File: config.mk
export PLATFORM = sky130hd
export DESIGN_NAME = red_top
export DESIGN_NICKNAME = d
export VERILOG_FILES = /design/src/logic/red_pkg.sv /design/src/logic/red_accumulator.sv /design/src/logic/red_max_tree.sv /design/src/logic/red_sum_tree.sv /design/src/logic/red_top.sv
export SDC_FILE = /design/constraint.sdc
export NUM_CORES = 1
export LEC_CHECK = 0
export BUFFER_PORTS_ARGS = -buffer_cell sky130_fd_sc_hd__buf_2
export CAP_MARGIN = 10
export CELL_PAD_IN_SITES_DETAIL_PLACEMENT = 2
export CELL_PAD_IN_SITES_GLOBAL_PLACEMENT = 2
export CORE_UTILIZATION = 41
export DETAILED_ROUTE_END_ITERATION = 12
export PLACE_DENSITY_LB_ADDON = 0.1
export SYNTH_ARGS = -nofsm -noshare
export SYNTH_HDL_FRONTEND = slang
export SYNTH_SLANG_ARGS = --single-unit
File: constraint.sdc
create_clock -name clk -period 4.3 [get_ports clk]
set_input_delay 0.215 -clock clk [delete_from_list [all_inputs] [get_ports clk]]
set_output_delay 0.215 -clock clk [all_outputs]
set_load 0.05 [all_outputs]
File: src/logic/red_pkg.sv
package red_pkg;

    // ------------------------------------------------------------------------
    // Reduction operation
    // ------------------------------------------------------------------------

    // One bit, held by the source for a whole reduction
    typedef enum logic {
        OP_SUM = 1'b0,
        OP_MAX = 1'b1
    } red_op_e;

    // ------------------------------------------------------------------------
    // Default sizes
    // ------------------------------------------------------------------------

    // Elements per beat, power of two
    localparam int DEF_LANES  = 8;
    // Element width in bits
    localparam int DEF_DATA_W = 16;
    // Beats folded into one result
    localparam int DEF_BEATS  = 4;

endpackage

File: src/logic/red_accumulator.sv
`timescale 1ns/1ps

module red_accumulator #(
    parameter int DATA_W = red_pkg::DEF_DATA_W,
    parameter int BEATS  = red_pkg::DEF_BEATS
) (
    input  logic              clk,
    input  logic              rst_n,
    input  logic [DATA_W-1:0] sum_i,
    input  logic              sum_valid_i,
    input  logic [DATA_W-1:0] max_i,
    input  logic              max_valid_i,
    output logic [DATA_W-1:0] result_o,
    output logic              done_o
);
    import red_pkg::*;

    localparam int CNT_W = $clog2(BEATS);

    // Beats already folded in this reduction
    logic [CNT_W-1:0]  beat_cnt;
    // Running value
    logic [DATA_W-1:0] acc_q;

    red_op_e           fold_op;
    logic              in_valid;
    logic [DATA_W-1:0] in_val;
    logic [DATA_W-1:0] fold_val;
    logic              first_beat;
    logic              last_beat;

    // ------------------------------------------------------------------------
    // Input select and fold
    // ------------------------------------------------------------------------

    // At most one tree reports per cycle
    assign in_valid = sum_valid_i | max_valid_i;
    assign fold_op  = max_valid_i ? OP_MAX : OP_SUM;
    assign in_val   = (fold_op == OP_MAX) ? max_i : sum_i;

    always_comb begin
        if (fold_op == OP_MAX) begin
            fold_val = (acc_q > in_val) ? acc_q : in_val;
        end else begin
            // Wrapping add
            fold_val = acc_q + in_val;
        end
    end

    assign first_beat = (beat_cnt == '0);
    assign last_beat  = (beat_cnt == CNT_W'(BEATS - 1));

    // ------------------------------------------------------------------------
    // Running value
    // ------------------------------------------------------------------------

    always_ff @(posedge clk) begin
        if (in_valid) begin
            // First result loads, later ones fold
            acc_q <= first_beat ? in_val : fold_val;
        end
    end

    // ------------------------------------------------------------------------
    // Beat count, result and done
    // ------------------------------------------------------------------------

    always_ff @(posedge clk) begin
        if (!rst_n) begin
            beat_cnt <= '0;
            result_o <= '0;
            done_o   <= 1'b0;
        end else begin
            done_o <= 1'b0;
            if (in_valid) begin
                if (last_beat) begin
                    // Final value out, counter ready for next reduction
                    beat_cnt <= '0;
                    result_o <= fold_val;
                    done_o   <= 1'b1;
                end else begin
                    beat_cnt <= beat_cnt + 1'b1;
                end
            end
        end
    end

endmodule

File: src/logic/red_max_tree.sv
`timescale 1ns/1ps

module red_max_tree #(
    parameter int LANES  = red_pkg::DEF_LANES,
    parameter int DATA_W = red_pkg::DEF_DATA_W
) (
    input  logic                    clk,
    input  logic                    rst_n,
    input  logic                    en_i,
    input  logic [LANES*DATA_W-1:0] beat_i,
    output logic [DATA_W-1:0]       max_o,
    output logic                    valid_o
);
    import red_pkg::*;

    // Same depth as the sum tree
    localparam int LEVELS = $clog2(LANES);

    // Node storage, root at the top index
    logic [DATA_W-1:0] node_q [LANES-1];
    logic              vld_q  [LEVELS];

    for (genvar lvl = 1; lvl <= LEVELS; lvl++) begin : g_level
        localparam int NODES = LANES >> lvl;
        localparam int BASE  = LANES - ((2 * LANES) >> lvl);

        logic lvl_en;

        if (lvl == 1) begin : g_first
            assign lvl_en = en_i;
        end else begin : g_inner
            // Follows the level below
            assign lvl_en = vld_q[lvl-2];
        end

        always_ff @(posedge clk) begin
            if (!rst_n) begin
                vld_q[lvl-1] <= 1'b0;
            end else begin
                vld_q[lvl-1] <= lvl_en;
            end
        end

        for (genvar n = 0; n < NODES; n++) begin : g_node
            logic [DATA_W-1:0] op_a;
            logic [DATA_W-1:0] op_b;

            if (lvl == 1) begin : g_leaf
                assign op_a = beat_i[(2*n)*DATA_W +: DATA_W];
                assign op_b = beat_i[(2*n+1)*DATA_W +: DATA_W];
            end else begin : g_pair
                localparam int PBASE = LANES - ((4 * LANES) >> lvl);
                assign op_a = node_q[PBASE + 2*n];
                assign op_b = node_q[PBASE + 2*n + 1];
            end

            // Unsigned compare, larger one kept
            always_ff @(posedge clk) begin
                if (lvl_en) begin
                    node_q[BASE + n] <= (op_a > op_b) ? op_a : op_b;
                end
            end
        end
    end

    assign max_o   = node_q[LANES-2];
    assign valid_o = vld_q[LEVELS-1];

endmodule

File: src/logic/red_sum_tree.sv
`timescale 1ns/1ps

module red_sum_tree #(
    parameter int LANES  = red_pkg::DEF_LANES,
    parameter int DATA_W = red_pkg::DEF_DATA_W
) (
    input  logic                    clk,
    input  logic                    rst_n,
    input  logic                    en_i,
    input  logic [LANES*DATA_W-1:0] beat_i,
    output logic [DATA_W-1:0]       sum_o,
    output logic                    valid_o
);
    import red_pkg::*;

    // One register stage per tree level
    localparam int LEVELS = $clog2(LANES);

    // Internal nodes, level by level, root last
    logic [DATA_W-1:0] node_q [LANES-1];
    // Valid bit beside each level
    logic              vld_q  [LEVELS];

    for (genvar lvl = 1; lvl <= LEVELS; lvl++) begin : g_level
        localparam int NODES = LANES >> lvl;
        localparam int BASE  = LANES - ((2 * LANES) >> lvl);

        logic lvl_en;

        // First level runs on the beat strobe
        if (lvl == 1) begin : g_first
            assign lvl_en = en_i;
        end else begin : g_inner
            assign lvl_en = vld_q[lvl-2];
        end

        always_ff @(posedge clk) begin
            if (!rst_n) begin
                vld_q[lvl-1] <= 1'b0;
            end else begin
                vld_q[lvl-1] <= lvl_en;
            end
        end

        for (genvar n = 0; n < NODES; n++) begin : g_node
            logic [DATA_W-1:0] op_a;
            logic [DATA_W-1:0] op_b;

            if (lvl == 1) begin : g_leaf
                // Adjacent lanes of the beat
                assign op_a = beat_i[(2*n)*DATA_W +: DATA_W];
                assign op_b = beat_i[(2*n+1)*DATA_W +: DATA_W];
            end else begin : g_pair
                localparam int PBASE = LANES - ((4 * LANES) >> lvl);
                assign op_a = node_q[PBASE + 2*n];
                assign op_b = node_q[PBASE + 2*n + 1];
            end

            // Wraps modulo 2**DATA_W, carry dropped
            always_ff @(posedge clk) begin
                if (lvl_en) begin
                    node_q[BASE + n] <= op_a + op_b;
                end
            end
        end
    end

    assign sum_o   = node_q[LANES-2];
    assign valid_o = vld_q[LEVELS-1];

endmodule

File: src/logic/red_top.sv
`timescale 1ns/1ps

module red_top #(
    parameter int LANES  = red_pkg::DEF_LANES,
    parameter int DATA_W = red_pkg::DEF_DATA_W,
    parameter int BEATS  = red_pkg::DEF_BEATS
) (
    input  logic                    clk,
    input  logic                    rst_n,
    input  logic                    beat_valid_i,
    input  red_pkg::red_op_e        op_i,
    input  logic [LANES*DATA_W-1:0] beat_i,
    output logic [DATA_W-1:0]       result_o,
    output logic                    done_o
);
    import red_pkg::*;

    // Tree enables
    logic              sum_en;
    logic              max_en;
    // Tree results
    logic [DATA_W-1:0] sum_val;
    logic              sum_vld;
    logic [DATA_W-1:0] max_val;
    logic              max_vld;

    // Only the selected tree sees the beat
    assign sum_en = beat_valid_i && (op_i == OP_SUM);
    assign max_en = beat_valid_i && (op_i == OP_MAX);

    // ------------------------------------------------------------------------
    // Reduction trees
    // ------------------------------------------------------------------------

    red_sum_tree #(.LANES(LANES), .DATA_W(DATA_W)) i_sum_tree (
        .clk     (clk),
        .rst_n   (rst_n),
        .en_i    (sum_en),
        .beat_i  (beat_i),
        .sum_o   (sum_val),
        .valid_o (sum_vld)
    );

    red_max_tree #(.LANES(LANES), .DATA_W(DATA_W)) i_max_tree (
        .clk     (clk),
        .rst_n   (rst_n),
        .en_i    (max_en),
        .beat_i  (beat_i),
        .max_o   (max_val),
        .valid_o (max_vld)
    );

    // Folds BEATS tree results per reduction
    red_accumulator #(.DATA_W(DATA_W), .BEATS(BEATS)) i_accumulator (
        .clk         (clk),
        .rst_n       (rst_n),
        .sum_i       (sum_val),
        .sum_valid_i (sum_vld),
        .max_i       (max_val),
        .max_valid_i (max_vld),
        .result_o    (result_o),
        .done_o      (done_o)
    );

endmodule

==> impl_metrics.yaml, run 1 <==
sta:
  period_share: 0.929
  period_minus_slack_ns: 3.99
  fin_ws_ns: 0.305
  fmax_mhz: 250
  setup_viol: 0
  setup_tns_ns: 0
  finClkSkew_ns: 0.0292
  rsz0062_at_grt: "false"
  holdWs_ns: 0.0228
  final_max_slew_viol_count: 0
  finalHoldViolCount: 0
  worstMarginPinSlew_ns: 1.07
  relSlewSlack: 0.287
global_routing:
  overflow: 0
  grt_first_pass_wirelength_um: 94300
  grt_pass1_vias: 15800
  antenna_found_initial: 2
  grt_use_total: 0.262
  grt_max_degree: 44
yosys:
  synthArstFlopShare: 0
  synth.distinct_cells: 73
  synth_ff_type: "edfxtp_1"
  ys_warn_count: 0
  yosysSeqAreaShare: 0.404
  avgSynthCellArea_um2: 10.7
  syn-cell-area_um2: 19100
  synth_fp_nets: 2182
  synth_edf_count: 240
  synthCells: 1785
  ys_seq_elements: 265
setup_path:
  rr_startpoint: "i_max_tree.vld_q[2]"
  cp_max_fo: 22
  crit_start: "i_max_tree.vld_q[2]"
  worst-setup-path-type: "reg2reg"
  worstPathRequired_ns: 4.60
  startpoint_type: "flip-flop"
  end_kind: "flip-flop"
  arrival_ns: 4.29
cells_and_area:
  instances_no_fill: 2588
  area_delta_synth_final_pct: 14.2
  drive_gt1_frac: 0.184
  mostFrequentLayoutCells: "ha_1 (257), edfxtp_1 (240), inv_1 (229), buf_2 (148), mux2_2 (127)"
  mostFrequentLayoutCell: "ha_1"
  nFillCells: 4701
  nets: 2361
routing:
  drt.antenna.violating_nets: 0
  totalWireLength_um: 61000
  drt_iter0_drc: 635
  remaining_drc_errors: 0
  wl_per_cell_um: 23.6
  viasPerCell: 5.55
  vias: 14400
  first_pass_iters: 5
floorplanning:
  die_h_um: 218
  start_util: 0.418
  rows: 78
  coreArea_um2: 45600
  die_x_um: 218
  dieArea_um2: 47400
  io-pin-count: 149
placement:
  dp.cells: 2522
  gp_congestion: 0.883
  post-place-ws_ns: 0.407
  dp_hpwl_um: 47900
  portBuffers: 148
clocking:
  cts_root_buffer: "clkbuf_16"
  cts_max_path_buffers: 3
  clk_pin_slew_worst_paths_ns: 0.06
  cts_buffers: 34
  cts_resized: 0
  insertion_delay_ns: 0.55
  cts_tree: "done"
  clkSinkCount: 265
  post-cts-setup-buffer-count: 0
  cts_max_level: 2
status:
  status: "finished clean"
worst_hold_path:
  worstHoldStart: "beat_i[114]"
  hold_path_class: "in2reg"
flow_run:
  cap_violations: 0
power:
  p_per_area_nw_per_um2: 387
  total_power_uw: 8420
  vdd_ir_drop_max_v: 0.000335
  p_leak_uw: 0.00937
final timing paths:
check | endpoint | cells past startpoint | slack, ns
max reg2reg | i_accumulator.acc_q[5] | 11 | 0.31
min | i_max_tree.node_q[3][2] | 2 | 0.02
min reg2reg | i_accumulator.result_o[11] | 2 | 0.47
max | i_accumulator.acc_q[5] | 11 | 0.31
worst max-delay path, stage by stage, from the launching register on:
cell and delay [ns]:
dfxtp_2 0.63, buf_12 0.24, mux2_2 0.39, inv_1 0.09, ha_1 0.27, nand2_1 0.12
nor4_1 0.36, a21boi_0 0.25, o31a_2 0.68, mux2_2 0.41, a21oi_1 0.19, o21ai_0 0.09
cell type report:
type	count	area, um2	share of cell area
multi-input combinational	1265	10400	0.477
sequential	265	7710	0.354
timing repair buffer	169	926	0.0425
clock buffer	40	895	0.0411
inverter	229	860	0.0395
tap	600	751	0.0345
clock inverter	19	249	0.0114
antenna	1	2.50	0.000115
cells in the mapped netlist, types with 18 or more instances:
cell type | n | share of area
a21o_1 | 30 | 0.012
a21oi_1 | 104 | 0.027
dfxtp_1 | 25 | 0.026
edfxtp_1 | 240 | 0.38
ha_1 | 257 | 0.17
inv_1 | 229 | 0.045
mux2_2 | 127 | 0.075
mux2i_1 | 22 | 0.012
nand2_1 | 60 | 0.012
nand2b_1 | 21 | 0.0069
nand3_1 | 18 | 0.0047
nand4_1 | 27 | 0.0089
nor2_1 | 107 | 0.021
nor2b_1 | 34 | 0.011
nor3_1 | 19 | 0.0050
o21a_1 | 20 | 0.0079
o21ai_0 | 78 | 0.020
o21bai_1 | 25 | 0.0098
xnor2_1 | 68 | 0.031
xor2_1 | 32 | 0.015
power by group:
| part | switching [uW] | internal (uW) |
|---|---|---|
| clock | 1180 | 1850 |
| sequential | 131 | 3120 |
| combinational | 1260 | 878 |
| total | 2570 | 5850 |
cell families (layout without fill, tap and decap cells):
| kind of cell | after synthesis | in the layout | share of synthesized area |
|---|---|---|---|
| buffers and inverters | 255 | 457 | 0.0514 |
| flip-flops | 265 | 265 | 0.404 |
| AND/OR/NAND/NOR | 349 | 349 | 0.0929 |
| adder cells (fa/ha/maj) | 265 | 265 | 0.177 |
| multiplexers | 155 | 155 | 0.0913 |
| AO/OA/AOI/OAI | 396 | 396 | 0.137 |
| other | 0 | 1 | 0 |
| XOR/XNOR | 100 | 100 | 0.0459 |
layer usage:
metal / share of wire / vias up / wire length [um] / track usage
met5: 0 / - / 0 / 0
met4: 0.020 / 0 / 1240 / 0.0617
met3: 0.030 / 67 / 1840 / 0.0338
met2: 0.50 / 215 / 30700 / 0.466
met1: 0.45 / 7251 / 27300 / 0.334
li1: - / 6841 / - / -
registers in the layout, indices dropped and copies added (netlist names):
signal,flops
i_sum_tree.node_q,112
i_sum_tree.vld_q,3
i_max_tree.node_q,112
i_max_tree.vld_q,3
i_accumulator.beat_cnt,2
i_accumulator.done_o,1
i_accumulator.result_o,16
i_accumulator.acc_q,16
per-stage QoR:
stage	utilization	instance area, um2
after floorplan	-	19100
after CTS	0.478	21800
after global placement	0.451	20600
final	0.478	21800
after detailed placement	0.451	20600
after global routing	0.478	21800
repair_timing:
item | 4_1_cts | 5_1_grt
hold buffers | 6 | 0
endpoints found under the setup margin | 0 | 0
endpoints found under the hold margin | 3 | 0
Power figures use the tool's default switching activity.
==> run 2, diff against run 1 <==
--- a/config.mk
+++ b/config.mk
@@ -5,13 +5,15 @@
 export SDC_FILE = /design/constraint.sdc
 export NUM_CORES = 1
 export LEC_CHECK = 0
+export ABC_AREA = 1
 export BUFFER_PORTS_ARGS = -buffer_cell sky130_fd_sc_hd__buf_2
 export CAP_MARGIN = 10
 export CELL_PAD_IN_SITES_DETAIL_PLACEMENT = 2
 export CELL_PAD_IN_SITES_GLOBAL_PLACEMENT = 2
-export CORE_UTILIZATION = 41
+export CORE_UTILIZATION = 38
 export DETAILED_ROUTE_END_ITERATION = 12
 export PLACE_DENSITY_LB_ADDON = 0.1
+export REMOVE_ABC_BUFFERS = 1
 export SYNTH_ARGS = -nofsm -noshare
 export SYNTH_HDL_FRONTEND = slang
 export SYNTH_SLANG_ARGS = --single-unit
==> run 2 against run 1 <==
Effect of this change:
- hold slack lost 0.0052 ns
- global-route usage grew 0.52 points
- critical path depth grew 3
- die area grew 10%
- clock skew grew 0.0054 ns
- power grew 1.1%
- routed wire length grew 13%
- non-clock buffer count grew 3
- final cell count grew 22%
==> impl_metrics.yaml, run 2 <==
worst_hold_path:
  hold_path_class: "in2reg"
  worstHoldStart: "beat_i[31]"
  hold_depth: 3
  hold_end: "i_max_tree.node_q[0][15]"
routing:
  totalWireLength_um: 68800
  remaining_drc_errors: 0
  drt.antenna.violating_nets: 0
  viasPerCell: 5.27
  vias: 16600
  first_pass_iters: 4
  drt_iter0_drc: 741
  wl_per_cell_um: 21.8
setup_path:
  rrSetupSlack_ns: 0.94
  r2r_cells: 14
  startpoint_type: "flip-flop"
  r2r_end: "i_accumulator.acc_q[12]"
  end_kind: "flip-flop"
  arrival_ns: 3.65
  cp_max_fo: 36
  worst-setup-path-type: "reg2reg"
  worstPathRequired_ns: 4.59
  rr_startpoint: "i_max_tree.vld_q[2]"
sta:
  period_minus_slack_ns: 3.36
  fmax_mhz: 297
  finClkSkew_ns: 0.0346
  final_max_slew_viol_count: 0
  setup_viol: 0
  rsz0062_at_grt: "false"
  finalHoldViolCount: 0
  relSlewSlack: 0.266
  period_share: 0.782
  worstMarginPinSlew_ns: 1.10
  setup_tns_ns: 0
placement:
  placed_area_um2: 20900
  dp.cells: 3083
  gp_congestion: 0.875
  dp_hpwl_um: 55200
  portBuffers: 148
global_routing:
  grt_max_degree: 46
  grt_first_pass_wirelength_um: 109000
  antenna_found_initial: 1
  grt_use_total: 0.267
  grt_pass1_vias: 18900
  overflow: 0
floorplanning:
  rows: 82
  die_h_um: 229
  dieArea_um2: 52200
  io-pin-count: 149
  die_x_um: 229
  coreArea_um2: 50400
  start_util: 0.387
cells_and_area:
  diodes: 0
  nets: 2858
  instances_no_fill: 3156
  mostFrequentLayoutCell: "nand2_1"
  area_delta_synth_final_pct: 14.1
  top_regs: "i_max_tree.node_q: 112 flops, i_sum_tree.node_q: 112 flops"
  mostFrequentLayoutCells: "nand2_1 (546), inv_1 (336), ha_1 (257), edfxtp_1 (240), nand3_1 (188)"
  nFillCells: 5677
  post-route-cell-area_um2: 22200
  drive_gt1_frac: 0.110
power:
  p_per_area_nw_per_um2: 382
  p_leak_uw: 0.0108
  total_power_uw: 8510
  vdd_ir_drop_max_v: 0.000229
clocking:
  cts_max_level: 2
  cts_root_buffer: "clkbuf_16"
  cts_resized: 0
  clkSinkCount: 265
  clk_pin_slew_worst_paths_ns: 0.06
  cts_buffers: 34
  insertion_delay_ns: 0.55
  cts_tree: "done"
  cts_max_path_buffers: 3
yosys:
  avgSynthCellArea_um2: 8.52
  ys_seq_elements: 265
  synth_top_cell_by_area: "edfxtp_1"
  synthXorXnorAreaFrac: 0.0440
  synthCells: 2289
  synthArstFlopShare: 0
  ys_warn_count: 0
  synth_compound_area_frac: 0.0919
  synth_edf_count: 240
  synth.top_cell.area_share: 0.370
  yosysSeqAreaShare: 0.395
  synth.distinct_cells: 48
  synth_top_cells_by_count: "nand2_1 (546), inv_1 (337), ha_1 (257), edfxtp_1 (240), nand3_1 (188)"
  syn-cell-area_um2: 19500
  yosys.area_share.simple: 0.218
  synthAdderAreaFrac: 0.173
  synth_area_leaders: "edfxtp_1 (37%), ha_1 (16%), nand2_1 (11%)"
  synth_top_family_by_area: "simple AND/OR/NAND/NOR gates"
  yosysMostFrequentCell: "nand2_1"
  synthMuxAreaShare: 0
  synth_ff_type: "edfxtp_1"
flow_run:
  cap_violations: 0
status:
  status: "finished clean"
==> run 2: cell types whose count changed in the layout (fill, tap and decap cells not counted), moves of 21 or more <==
cell,delta
nor2b_1,-33
nand2b_1,-21
inv_1,+107
xnor2_1,-44
mux2_2,-127
mux2i_1,-22
xor2_1,+42
nand3_1,+170
nand2_1,+486
a21oi_1,+60
==> run 2: stage by stage <==
step	setup slack [ns]	utilization	hold slack, ns
finish	0.938	0.442	0.0176
global route	0.663	0.442	0.0213
CTS	0.879	0.442	0.00125
detailed placement	0.877	0.415	0.441
global placement	1.11	0.415	0.438
floorplan	0.483	-	0.293
==> run 2: cell type report <==
cell class	instances	area, um2	share of cell area
clock buffers	40	937	0.0421
clock inverters	19	239	0.0107
inverters	339	1270	0.0572
multi-input cells	1649	10300	0.463
flip-flops and latches	265	7710	0.346
well taps	672	841	0.0378
repair buffers	172	956	0.0430
==> run 2: where the power goes <==
part | total (uW) | internal (uW) | switching (uW)
Clock | 3050 | 1870 | 1180
Combinational | 2180 | 712 | 1470
Sequential | 3280 | 3140 | 140
Total | 8510 | 5720 | 2790
==> run 2: repair_timing <==
action | 4_1_cts | 5_1_grt
setup buffers | 0 | 0
hold endpoints to repair | 17 | 0
hold buffers | 14 | 0
==> run 2: layer usage <==
| layer | GRT usage | vias up | share of wire |
|---|---|---|---|
| met5 | 0 | - | 0.00019 |
| met4 | 0.0721 | 2 | 0.023 |
| met3 | 0.0258 | 89 | 0.024 |
| met2 | 0.492 | 226 | 0.52 |
| met1 | 0.329 | 8349 | 0.44 |
| li1 | - | 7965 | - |
==> run 2: cell families (layout without fill, tap and decap cells) <==
family	count (synthesis)	count (layout)
XOR/XNOR	98	98
flip-flops	265	265
adder cells (fa/ha/maj)	265	265
AO/OA/AOI/OAI	322	322
AND/OR/NAND/NOR	964	964
buffers and inverters	375	570
==> run 2: critical path, cell delays in order, from the launching register on <==
cell     delay, ns
dfxtp_1       0.33
buf_4         0.44
nand2_1       0.18
nand2_1       0.17
inv_1         0.06
ha_1          0.38
nand4_1       0.20
nor2_2        0.22
nand4_4       0.31
nand2_4       0.40
nand2_1       0.10
nand3_1       0.08
nand2_1       0.08
nand2_1       0.06
nand2_1       0.07
==> run 2: worst max path at each step <==
stage | end | slack (ns) | cells after the start | start
final | i_accumulator.acc_q[12] | 0.94 | 14 | i_max_tree.vld_q[2]
after global routing | i_accumulator.acc_q[1] | 0.66 | 15 | i_max_tree.vld_q[2]
after CTS | i_accumulator.acc_q[12] | 0.88 | 14 | i_max_tree.vld_q[2]
after detailed placement | i_accumulator.acc_q[12] | 0.88 | 14 | i_max_tree.vld_q[2]
after global placement | i_accumulator.acc_q[1] | 1.11 | 15 | i_max_tree.vld_q[2]
after floorplan | i_accumulator.acc_q[1] | 0.48 | 18 | i_max_tree.vld_q[2]
==> run 3, diff against run 2 <==
==> constraint.sdc (replaced) <==
create_clock -name clk -period 3.2 [get_ports clk]
set_input_delay 0.16 -clock clk [delete_from_list [all_inputs] [get_ports clk]]
set_output_delay 0.16 -clock clk [all_outputs]
set_load 0.05 [all_outputs]
==> run 3 against run 2 <==
Effect of this change:
- clock-buffer cell count down 1
- highest routed layer is now met4
- global-route usage increased by 1.4 points
- core utilization increased by 2.1 points
- hold slack better by 0.0039 ns
- cell area rose by 4.7%
- largest cell class unchanged
- first-iteration DRC count is 24% higher
==> impl_metrics.yaml, run 3 (synthesis results as in run 2) <==
setup_path:
  rrSetupSlack_ns: 0.19
  slowest_delay_ns: 0.57
  arrival_ns: 3.42
  r2r_end: "i_accumulator.acc_q[7]"
  worstPathRequired_ns: 3.53
  worst-setup-path-type: "in2reg"
  startpoint_type: "input port"
  r2r_cells: 18
  path_cells: "dlygate4sd3_1 > buf_2 > inv_1 > ha_1 > inv_1 > nor4_4 > nand2_1 > nand2_1 > o21ai_1 > nand2_4 > nand2_4 > nand2_1 > nand2_1 > dlygate4sd3_1"
  end_kind: "flip-flop"
  rr_startpoint: "i_max_tree.vld_q[2]"
  cp_common_cell: "nand2_1"
  cp_slowest_cell: "dlygate4sd3_1"
  cp_max_fo: 17
sta:
  relSlewSlack: 0.343
  finalHoldViolCount: 0
  setup_viol: 0
  fin_ws_ns: 0.108
  period_minus_slack_ns: 3.09
  final_max_slew_viol_count: 0
  finClkSkew_ns: 0.0252
  setup_tns_ns: 0
  fmax_mhz: 323
  period_share: 0.966
  worstMarginPinSlew_ns: 0.985
cells_and_area:
  post-route-cell-area_um2: 23300
  mostFrequentLayoutCells: "nand2_1 (546), inv_1 (336), ha_1 (257), edfxtp_1 (240), nand3_1 (188)"
  drive_gt1_frac: 0.108
  mostFrequentLayoutCell: "nand2_1"
  multi_input_area_um2: 10300
  instances_no_fill: 3278
  seq_area_um2: 7710
  nets: 2978
  nFillCells: 5540
  area_delta_synth_final_pct: 19.5
  top_regs: "i_max_tree.node_q: 112 flops, i_sum_tree.node_q: 112 flops"
global_routing:
  antenna_found_initial: 3
  overflow: 0
  grt_use_total: 0.281
  grt_pass1_vias: 19800
  grt_max_degree: 65
  grt_first_pass_wirelength_um: 115000
worst_hold_path:
  worstHoldStart: "beat_i[47]"
  hold_end: "i_max_tree.node_q[1][15]"
  hold_depth: 3
  hold_path_class: "in2reg"
status:
  status: "finished clean"
floorplanning:
  io-pin-count: 149
  dieArea_um2: 52200
  die_h_um: 229
  coreArea_um2: 50400
  die_x_um: 229
  rows: 82
  start_util: 0.387
placement:
  gp_congestion: 0.878
  placed_area_um2: 21100
  post-place-ws_ns: 0.162
  dp.cells: 3098
  portBuffers: 148
  dp_hpwl_um: 54700
clocking:
  clkSinkCount: 265
  cts_root_buffer: "clkbuf_16"
  cts_tree: "done"
  clk_pin_slew_worst_paths_ns: 0.06
  cts_max_path_buffers: 3
  cts_max_level: 1
  cts_buffers: 31
  insertion_delay_ns: 0.60
routing:
  drt_iter0_drc: 920
  vias: 17300
  drt.antenna.violating_nets: 0
  totalWireLength_um: 73100
  remaining_drc_errors: 0
  viasPerCell: 5.27
  first_pass_iters: 5
  wl_per_cell_um: 22.3
power:
  p_leak_uw: 0.0112
  p_per_area_nw_per_um2: 477
  vdd_ir_drop_max_v: 0.000476
flow_run:
  cap_violations: 0
-- run 3: cell types whose count changed in the layout (fill, tap and decap cells not counted), moves of 3 or more --
| cell | before | now |
|---|---|---|
| buf_4 | 10 | 21 |
| bufinv_16 | 5 | 2 |
| clkbuf_1 | 3 | 8 |
| clkbuf_16 | 37 | 31 |
| clkinv_2 | 3 | 7 |
| dlygate4sd3_1 | 14 | 122 |
-- run 3: worst max-delay path, delay by kind of cell --
family                     cells  cell delay (ns)
buffers and inverters          5             1.45
and+or+nand+nor                7             1.33
adders and majority gates      1             0.37
AOI/OAI and AO/OA              1             0.09
-- run 3: area by class of cell --
class / instances / area share
Multi-Input combinational cell: 1649 / 0.443
Sequential cell: 265 / 0.331
Timing Repair Buffer: 295 / 0.0937
Inverter: 339 / 0.0546
Tap cell: 672 / 0.0361
Clock buffer: 39 / 0.0346
Clock inverter: 18 / 0.00693
Antenna cell: 1 / 0.000107
-- run 3: through the flow --
stage | hold WS (ns) | util | total power [uW]
floorplan | 0.238 | - | 6190
finish | 0.0215 | 0.462 | 11100
global route | 0.0395 | 0.462 | 11600
CTS | 0.00162 | 0.462 | 11100
global placement | 0.397 | 0.418 | 7190
detailed placement | 0.404 | 0.418 | 7380
-- run 3: what timing repair did --
action | in CTS | in global routing
endpoints found under the hold margin | 72 | 0
gates resized for setup | 0 | 7
endpoints found under the setup margin | 0 | 23
buffers inserted | 0 | 0
hold buffers | 122 | 0
-- run 3: worst max path at each step --
stage	start	to	slack [ns]
6_report	beat_i[86]	i_max_tree.node_q[2][1]	0.11
2_1_floorplan	i_max_tree.vld_q[2]	i_accumulator.acc_q[1]	-0.62
4_1_cts	i_max_tree.vld_q[2]	i_accumulator.acc_q[9]	0.12
5_1_grt	beat_i[86]	i_max_tree.node_q[2][1]	-0.04
3_3_place_gp	i_max_tree.vld_q[2]	i_accumulator.acc_q[9]	0.29
3_5_place_dp	i_max_tree.vld_q[2]	i_accumulator.acc_q[0]	0.16
-- run 3: layer usage --
layer | global-route usage | up-vias | wire [um]
li1 | - | 8198 | -
met1 | 0.352 | 8739 | 31800
met2 | 0.523 | 269 | 38000
met3 | 0.0235 | 72 | 1870
met4 | 0.0568 | 0 | 1330
met5 | 0 | - | 0
-- run 3: power by group --
| group | switching [uW] | internal (uW) | total, uW |
|---|---|---|---|
| clock | 1540 | 1950 | 3490 |
| combinational | 2060 | 1140 | 3200 |
| sequential | 193 | 4220 | 4420 |
